[config.mk]
export PLATFORM = sky130hd
export DESIGN_NAME = exec_core
export DESIGN_NICKNAME = d
export VERILOG_FILES = /design/src/source/exec_pkg.sv /design/src/source/alu_unit.sv /design/src/source/exec_core.sv /design/src/source/issue_ctrl.sv /design/src/source/mul_unit.sv /design/src/source/rob.sv
export SDC_FILE = /design/constraint.sdc
export NUM_CORES = 2
export LEC_CHECK = 0
export ABC_AREA = 1
export ABC_CLOCK_PERIOD_IN_PS = 8800
export BUFFER_PORTS_ARGS = -buffer_cell sky130_fd_sc_hd__buf_2
export CAP_MARGIN = 15
export CORE_MARGIN = 2
export CORE_UTILIZATION = 55
export DETAILED_ROUTE_END_ITERATION = 8
export PLACE_DENSITY = 0.72
export SYNTH_ARGS = -nofsm -noshare
export SYNTH_HDL_FRONTEND = slang
export SYNTH_SLANG_ARGS = --single-unit
[constraint.sdc]
create_clock -name clk -period 8.8 [get_ports clk]
set_clock_uncertainty 0.15 [all_clocks]
set_input_delay 0 -clock clk [delete_from_list [all_inputs] [get_ports clk]]
set_output_delay 0 -clock clk [all_outputs]
set_load 0.02 [all_outputs]
[src/source/exec_pkg.sv]
package exec_pkg;

	////////////////////////////////////////////////////////////
	// widths
	////////////////////////////////////////////////////////////

	typedef logic [31:0] word_t;

	localparam int ROB_TAG_W = 3;
	localparam int ROB_DEPTH = 2 ** ROB_TAG_W;

	// tags follow issue order and wrap with the ROB
	typedef logic [ROB_TAG_W-1:0] rob_tag_t;

	////////////////////////////////////////////////////////////
	// encodings
	////////////////////////////////////////////////////////////

	typedef enum logic [2:0] {
		OP_ADD,
		OP_SUB,
		OP_AND,
		OP_XOR,
		OP_MUL
	} op_t;

	typedef enum logic {
		UNIT_ALU,
		UNIT_MUL
	} unit_t;

	////////////////////////////////////////////////////////////
	// channel payloads
	////////////////////////////////////////////////////////////

	typedef struct packed {
		op_t op;
		word_t a;
		word_t b;
	} issue_req_t;

	// one reservation of the result bus
	typedef struct packed {
		logic valid;
		rob_tag_t tag;
		unit_t unit;
	} cdb_slot_t;

	typedef struct packed {
		rob_tag_t tag;
		word_t data;
	} commit_t;

endpackage

[src/source/alu_unit.sv]
`timescale 1ns/100ps

module alu_unit import exec_pkg::*; (
	input logic clk,
	input logic start,
	input op_t op,
	input word_t a,
	input word_t b,
	output word_t result
);
	// result holds until the next start
	always_ff @(posedge clk) begin
		if (start) begin
			case (op)
				OP_ADD: begin
					result <= a + b;
				end
				OP_SUB: begin
					result <= a - b;
				end
				OP_AND: begin
					result <= a & b;
				end
				OP_XOR: begin
					result <= a ^ b;
				end
				default: begin
					result <= '0;
				end
			endcase
		end
	end
endmodule

[src/source/exec_core.sv]
`timescale 1ns/100ps

module exec_core import exec_pkg::*; #(
	parameter int MUL_LATENCY = 3
) (
	input logic clk,
	input logic rst_n,
	input logic issue_valid,
	input issue_req_t issue_req,
	output logic issue_ready,
	output logic commit_valid,
	output commit_t commit,
	input logic commit_ready
);
	logic full;
	logic alloc;
	logic alu_start;
	cdb_slot_t wb_slot;
	word_t alu_result;
	word_t mul_result;

	// the mul pipeline samples every cycle, its slot picks the result
	issue_ctrl #(.MUL_LATENCY(MUL_LATENCY)) issue_ctrl (
		.clk,
		.rst_n,
		.issue_valid,
		.issue_req,
		.issue_ready,
		.full,
		.alloc,
		.alu_start,
		.mul_start(),
		.wb_slot
	);

	alu_unit alu_unit (
		.clk,
		.start(alu_start),
		.op(issue_req.op),
		.a(issue_req.a),
		.b(issue_req.b),
		.result(alu_result)
	);

	mul_unit #(.MUL_LATENCY(MUL_LATENCY)) mul_unit (
		.clk,
		.a(issue_req.a),
		.b(issue_req.b),
		.result(mul_result)
	);

	rob rob (
		.clk,
		.rst_n,
		.alloc,
		.wb_slot,
		.alu_result,
		.mul_result,
		.full,
		.commit_valid,
		.commit,
		.commit_ready
	);
endmodule

[src/source/issue_ctrl.sv]
`timescale 1ns/100ps

module issue_ctrl import exec_pkg::*; #(
	parameter int MUL_LATENCY = 3
) (
	input logic clk,
	input logic rst_n,
	input logic issue_valid,
	input issue_req_t issue_req,
	output logic issue_ready,
	input logic full,
	output logic alloc,
	output logic alu_start,
	output logic mul_start,
	output cdb_slot_t wb_slot
);
	// rsv[0] owns the bus now, rsv[i] owns it i cycles ahead
	cdb_slot_t rsv[MUL_LATENCY];
	rob_tag_t next_tag;
	logic is_mul;
	logic accept;

	////////////////////////////////////////////////////////////
	// issue decision
	////////////////////////////////////////////////////////////

	assign is_mul = issue_req.op == OP_MUL;

	// deepest unit always wins, the ALU needs the next slot free
	assign issue_ready = !full && (is_mul || !rsv[1].valid);
	assign accept = issue_valid && issue_ready;

	assign alloc = accept;
	assign alu_start = accept && !is_mul;
	assign mul_start = accept && is_mul;

	// tag counter, tracks the rob tail
	always_ff @(posedge clk) begin
		if (!rst_n) begin
			next_tag <= '0;
		end else if (accept) begin
			next_tag <= next_tag + 1'b1;
		end
	end

	////////////////////////////////////////////////////////////
	// result bus reservations
	////////////////////////////////////////////////////////////

	always_ff @(posedge clk) begin
		if (!rst_n) begin
			for (int i = 0; i < MUL_LATENCY; i++) begin
				rsv[i] <= '0;
			end
		end else begin
			for (int i = 1; i < MUL_LATENCY - 1; i++) begin
				rsv[i] <= rsv[i+1];
			end
			// top slot is always empty before the shift
			if (mul_start) begin
				rsv[MUL_LATENCY-1] <= cdb_slot_t'{
					valid: 1'b1,
					tag: next_tag,
					unit: UNIT_MUL
				};
			end else begin
				rsv[MUL_LATENCY-1] <= '0;
			end
			if (alu_start) begin
				rsv[0] <= cdb_slot_t'{
					valid: 1'b1,
					tag: next_tag,
					unit: UNIT_ALU
				};
			end else begin
				rsv[0] <= rsv[1];
			end
		end
	end

	assign wb_slot = rsv[0];
endmodule

[src/source/mul_unit.sv]
`timescale 1ns/100ps

module mul_unit import exec_pkg::*; #(
	parameter int MUL_LATENCY = 3
) (
	input logic clk,
	input word_t a,
	input word_t b,
	output word_t result
);
	word_t stage[MUL_LATENCY];
	word_t product;

	// low half only
	assign product = a * b;

	always_ff @(posedge clk) begin
		stage[0] <= product;
		for (int i = 1; i < MUL_LATENCY; i++) begin
			stage[i] <= stage[i-1];
		end
	end

	// one product per cycle, MUL_LATENCY in flight
	assign result = stage[MUL_LATENCY-1];
endmodule

[src/source/rob.sv]
`timescale 1ns/100ps

module rob import exec_pkg::*; (
	input logic clk,
	input logic rst_n,
	input logic alloc,
	input cdb_slot_t wb_slot,
	input word_t alu_result,
	input word_t mul_result,
	output logic full,
	output logic commit_valid,
	output commit_t commit,
	input logic commit_ready
);
	typedef logic [ROB_TAG_W:0] rob_cnt_t;

	logic entry_done[ROB_DEPTH];
	word_t entry_data[ROB_DEPTH];
	rob_tag_t head;
	rob_tag_t tail;
	rob_cnt_t count;
	logic empty;
	logic commit_fire;
	word_t wb_data;

	////////////////////////////////////////////////////////////
	// occupancy
	////////////////////////////////////////////////////////////

	assign full = count == rob_cnt_t'(ROB_DEPTH);
	assign empty = (head == tail) && !full;

	always_ff @(posedge clk) begin
		if (!rst_n) begin
			head <= '0;
			tail <= '0;
			count <= '0;
		end else begin
			if (alloc) begin
				tail <= tail + 1'b1;
			end
			if (commit_fire) begin
				head <= head + 1'b1;
			end
			case ({alloc, commit_fire})
				2'b10: begin
					count <= count + 1'b1;
				end
				2'b01: begin
					count <= count - 1'b1;
				end
				default: begin
					count <= count;
				end
			endcase
		end
	end

	////////////////////////////////////////////////////////////
	// writeback
	////////////////////////////////////////////////////////////

	assign wb_data = (wb_slot.unit == UNIT_MUL) ? mul_result : alu_result;

	// writeback never targets the head being committed
	always_ff @(posedge clk) begin
		if (!rst_n) begin
			for (int i = 0; i < ROB_DEPTH; i++) begin
				entry_done[i] <= 1'b0;
			end
		end else begin
			if (commit_fire) begin
				entry_done[head] <= 1'b0;
			end
			if (wb_slot.valid) begin
				entry_done[wb_slot.tag] <= 1'b1;
			end
		end
	end

	always_ff @(posedge clk) begin
		if (wb_slot.valid) begin
			entry_data[wb_slot.tag] <= wb_data;
		end
	end

	////////////////////////////////////////////////////////////
	// in-order commit
	////////////////////////////////////////////////////////////

	assign commit_valid = !empty && entry_done[head];
	assign commit_fire = commit_valid && commit_ready;
	assign commit = commit_t'{
		tag: head,
		data: entry_data[head]
	};
endmodule

-- Yosys cells after proc, flatten, opt, wreduce, memory -nomap -nowiden
Memory sizes are Yosys's and may differ from the RTL's. A register that Yosys moved wholly into a read port is not among the register bits.
Index checks and enable logic that the tools add are counted.
- register bits: 45
- latch bits: 0
- RAM bits: 375
- bits in read-only memories: 0
- bits of input ports: 71
- output and inout port bits: 37
- word-level logic and storage cells: 87
- memories: 4
- add/sub/neg operators: 7
- multiply operators: 1
- div/mod/pow operators: 0
- magnitude comparators: 0
- equality and inequality tests: 8
- shift operators: 0
- multiplexer cells: 39
- bitwise operators: 7
- reductions and logical operators: 16
- memory list (name ; words ; width ; read ports ; clocked after Yosys merged registers in ; write ports ; RTL line ; RTL):
    rob.entry_data ; 8 ; 32 ; 1 ; 1 ; 1 ; rob.sv:18 ; word_t entry_data[ROB_DEPTH];
    mul_unit.stage ; 3 ; 32 ; 3 ; 0 ; 3 ; mul_unit.sv:11 ; word_t stage[MUL_LATENCY];
    issue_ctrl.rsv ; 3 ; 5 ; 3 ; 0 ; 3 ; issue_ctrl.sv:18 ; cdb_slot_t rsv[MUL_LATENCY];
    rob.entry_done ; 8 ; 1 ; 1 ; 1 ; 8 ; rob.sv:17 ; logic entry_done[ROB_DEPTH];
- operator list (cell ; number):
    case mux 32 bit (4 select lines) ; 1
    adder 32 bit ; 1
    AND 32 bit ; 1
    multiplier 32 x 32 -> 32 bit ; 1
    2-to-1 mux 32 bit ; 1
    subtractor 32 bit ; 1
    bitwise XOR 32 bit ; 1
    2-to-1 mux 1 bit ; 25
    2-to-1 mux 5 bit ; 5
    2-to-1 mux 3 bit ; 6
    adder 3 x 1 -> 3 bit (second input constant) ; 3
    case mux 4 bit (2 select lines) ; 1
    logical AND 1 bit ; 7
    == test 3 x 2 -> 1 bit (second input constant) ; 2
    bitwise OR 1 bit ; 5
    adder 4 x 1 -> 4 bit (second input constant) ; 1
    == test 4 bit (second input constant) ; 1
    logical NOT 1 bit ; 4
    subtractor 4 x 1 -> 4 bit (second input constant) ; 1
    == test 3 x 1 -> 1 bit (second input constant) ; 1
    == test 3 bit ; 1
    == test 3 bit (second input constant) ; 1
    logical NOT 3 bit ; 1
    == test 2 x 1 -> 1 bit (second input constant) ; 1
    4 further kinds ; 5

-- Logic depth before layout (Yosys ltp)
- word-level depth: 11
- gate-level depth with buffers: 36
- depth with buffers taken out: 34

-- Modules after synthesis
From an unflattened synthesis, not the netlist that was laid out.
- cells, all modules: 4307
- area total of the unflattened synthesis: 36555.1 um2
- by module, submodules not included (module ; instances ; cells an instance ; area an instance (um2) ; sequential area each (um2)):
    mul_unit ; 1 ; 2436 ; 19054.5 ; 1921.8
    rob ; 1 ; 938 ; 11395.9 ; 8107.8
    alu_unit ; 1 ; 849 ; 5306.3 ; 960.9
    issue_ctrl ; 1 ; 84 ; 798.3 ; 450.4

-- Worst setup path before layout
No wires, ideal clock.
- path kind: input-to-reg
- start: in issue_req[4] (netlist bit)
- end: mem mul_unit.stage[0][27] (netlist bit)
- library setup time: 120 ps
- arrival time: 5923 ps
- required time: 8530 ps
- path slack: 2608 ps
- cell stages on the path: 27
- path buffers: 2
- cell sequence: clkbuf_1 > buf_1 > nand2_1 > inv_1 > fa_1 > inv_1 > fa_1 > fa_1 > fa_1 > inv_1 > fa_1 > inv_1 > fa_1 > inv_1 > fa_1 > fa_1 > ha_1 > nand2_1 > inv_1 > nand2_1 > inv_1 > a21oi_1 > nand3_1 > a21o_1 > nand2_1 > nand2_1 > xor2_1
- RTL lines (item ; RTL line ; RTL):
    from (decl) ; exec_core.sv:9 ; input issue_req_t issue_req,
    to (decl) ; mul_unit.sv:11 ;

==> results.py <==
metrics = {
    "run_status": {
        "status": "finished, final reports clean",
    },
    "synthesis": {
        "synth_area_leaders": "edfxtp_1, fa_1, nand2_1",
        "netlist.area_leader.share_pct": 25.6,
        "avgSynthCellArea_um2": 8.75,
        "ys_types": 60,
        "ys_seq_elements": 421,
        "yosysMostFrequentCell": "nand2_1",
        "yosysWarnings": 0,
        "synth_edf_count": 301,
        "ys_seq_area_share_pct": 32.4,
        "yosysTopAreaCell": "edfxtp_1",
        "ys.flop_type": "edfxtp_1",
        "syn_inst": 4042,
        "synth_commonest_cells": "nand2_1, inv_1, fa_1, nor2_1, edfxtp_1",
        "netlist_area_um2": 35400,
        "postSynth.asyncResetShare_pct": 0,
    },
    "clock_tree": {
        "numCtsBuffers": 38,
        "cts-hold-fix-buffers": 18,
        "clock_latency_ns": 0.53,
        "htree_num_levels": 2,
        "post_cts_resize_count": 0,
        "cts_root_buffer": "clkbuf_16",
        "clkSinkCount": 421,
        "clock_path_buffers": 3,
        "cts_tree": "built",
        "clk_pin_slew_worst_paths_ns": 0.06,
        "post_cts_buffers": 0,
    },
    "setup_path": {
        "crit_path_start_kind": "primary input",
        "cpMaxStageDelayCell": "buf_2",
        "cp-startpoint": "issue_req[5]",
        "endpoint": "mul_unit.stage[0][20]$_DFF_P_",
        "crit_top_cell": "fa_1",
        "cp_top_family": "adder cells",
        "cp_cell_sequence": "buf_2 > nand2_1 > inv_1 > fa_1 > fa_1 > fa_1 > inv_1 > fa_1 > inv_1 > fa_1 > inv_1 > fa_1 > inv_1 > fa_1 > fa_1 > ha_1 > nand2_1 > inv_1 > nand2_1 > nor2_1 > nand4_1 > nand3_1 > xor2_1",
        "r2r_slack_ns": 4.79,
        "worstSetupPathType": "in2reg",
        "cp.arrival_ns": 6.57,
        "reg2reg_to": "rob.count[3]$_SDFFE_PN0P_",
        "critical-path-max-stage-delay_ns": 0.66,
        "worst_setup_path_end_kind": "flip-flop",
        "cp.depth": 23,
        "path_buf_inv": 7,
        "crit_fanout": 32,
        "reg2reg_depth": 15,
        "crit_required_ns": 9.04,
    },
    "die": {
        "fp.dieW_um": 258,
        "core_area_um2": 63300,
        "start_util_pct": 55.8,
        "die_h_um": 258,
        "dieArea_um2": 66300,
        "io_pins": 108,
        "rows": 92,
    },
    "detailed_routing": {
        "wirelength_um": 91800,
        "drc": 0,
        "firstDrtPassIters": 7,
        "ant_nets": 0,
        "route.detailed.vias_per_inst": 5.40,
        "top_layer": "met4",
        "drt_first_iter_violations": 2227,
        "via_count": 26600,
        "wl_met1_um": 37700,
        "met3WireLength_um": 7010,
        "met2_length_um": 43500,
        "wl_per_cell_um": 18.6,
    },
    "timing": {
        "final_hold_viol_count": 0,
        "slew_headroom_pct": 25.9,
        "worst_slew_pin_slew_ns": 1.11,
        "maxSlewViolCount": 0,
        "tns_ns": 0,
        "timing.final.crit_share_pct": 72.0,
        "fmax_mhz": 158,
        "period_minus_slack_ns": 6.34,
        "rsz0062_at_grt": "false",
        "finalSetupViolations": 0,
    },
    "placed_design": {
        "io_buffers": 107,
        "hpwl_um": 65600,
        "place.gp.congestion": 0.929,
    },
    "layout": {
        "area_delta_synth_final_pct": 7.14,
        "final.fill_count": 5480,
        "fin_nets": 4731,
        "n_antenna_cell": 0,
        "drive_gt1_share_pct": 6.88,
    },
    "grt": {
        "grt_use_total_pct": 28.1,
        "grt_pass1_vias": 26800,
        "grt_overflow": 0,
        "grt_pass1_wl_um": 145000,
        "antenna_found_initial": 0,
        "grt_max_degree": 88,
    },
    "flow_run": {
        "maxCapViolCount": 0,
    },
    "min_path": {
        "hold_class": "in2reg",
    },
}
registers in the layout (all words and copies together) (netlist names), named ones only:
name,count
issue_ctrl.rsv,13
rob.tail,3
rob.entry_data,256
rob.count,4
mul_unit.stage,96
issue_ctrl.next_tag,3
alu_unit.result,32
rob.entry_done,8
rob.head,3
metrics by stage:
stage                     setup slack (ns)  hold slack, ns  instances  util [%]  cell area [µm²]
final                                 2.46          0.0413       4932      59.8            37900
after global routing                  2.19          0.0645       4932      59.8            37900
after CTS                             2.57          0.0146       4932      59.8            37900
after detailed placement              2.03           0.162       4845      57.6            36500
after floorplan                       2.61          0.0141       4054         -            35400
after global placement                2.03           0.161       4845      57.6            36500
cell usage in the layout, fill, tap and decap left out, types with 8 or more instances in the layout:
master         instances
a21o_1                 9
a21oi_1               91
a22oi_1               30
a31oi_1               38
buf_2                107
buf_4                 22
clkbuf_16             38
clkinv_2              10
conb_1                13
dfxtp_1              118
dlygate4sd3_1         18
edfxtp_1             301
fa_1                 410
ha_1                 193
inv_1                877
inv_2                 12
mux2_2                32
nand2_1              884
nand3_1               87
nand3b_1              12
nand4_1               17
nor2_1               336
nor2_4                12
nor3_1                10
nor4_1                 8
o21ai_0              183
o21ai_1               16
o21bai_1               8
o22ai_1               32
xnor2_1               25
xor2_1                51
kinds of logic (layout without fill, tap and decap cells):
group           Yosys count  in the layout  share of synthesized area (%)
buf+inv                1075           1107                           11.7
other cells               1             13                         0.0106
xor+xnor                 77             77                           1.93
compound gates          439            439                           7.10
mux                      32             32                           1.02
simple gates           1394           1394                           15.9
fa+ha+maj               603            603                           30.0
flops                   421            421                           32.4
worst min path at each step:
| stage | from | to | slack, ns | cells after the start |
|---|---|---|---|---|
| 2_1_floorplan | issue_req[32] | mul_unit.stage[0][0]$_DFF_P_ | 0.01 | 1 |
| 3_3_place_gp | mul_unit.stage[0][44]$_DFF_P_ | mul_unit.stage[0][76]$_DFF_P_ | 0.16 | 0 |
| 3_5_place_dp | mul_unit.stage[0][39]$_DFF_P_ | mul_unit.stage[0][71]$_DFF_P_ | 0.16 | 0 |
| 4_1_cts | issue_req[63] | alu_unit.result[31]$_SDFFCE_PN0P_ | 0.01 | 4 |
| 5_1_grt | issue_req[63] | alu_unit.result[31]$_SDFFCE_PN0P_ | 0.06 | 4 |
| 6_report | issue_req[63] | alu_unit.result[31]$_SDFFCE_PN0P_ | 0.04 | 4 |
routing by layer:
metal,track usage (%),vias to the layer above
met2,47.1,1048
met5,0,-
li1,-,12400
met3,3.57,214
met1,37.6,12900
met4,10.5,0
tightest hold or removal path: cells and delay by family:
family | cells | cell delay [ns]
compound gates | 2 | 0.20
fa+ha+maj | 1 | 0.18
buf+inv | 1 | 0.20
cell type report:
type                       count  area [µm²]  share of cell area (%)
clock inverter                28         278                   0.733
inverter                     891        3350                    8.83
timing repair buffer         147         881                    2.33
tap                          846        1060                    2.79
clock buffer                  41         962                    2.54
sequential                   421       11400                    30.2
multi-input combinational   2558       19900                    52.6
Power is not shown: default switching activity piles up to over one toggle a cycle in this logic, so the estimate is an artifact.
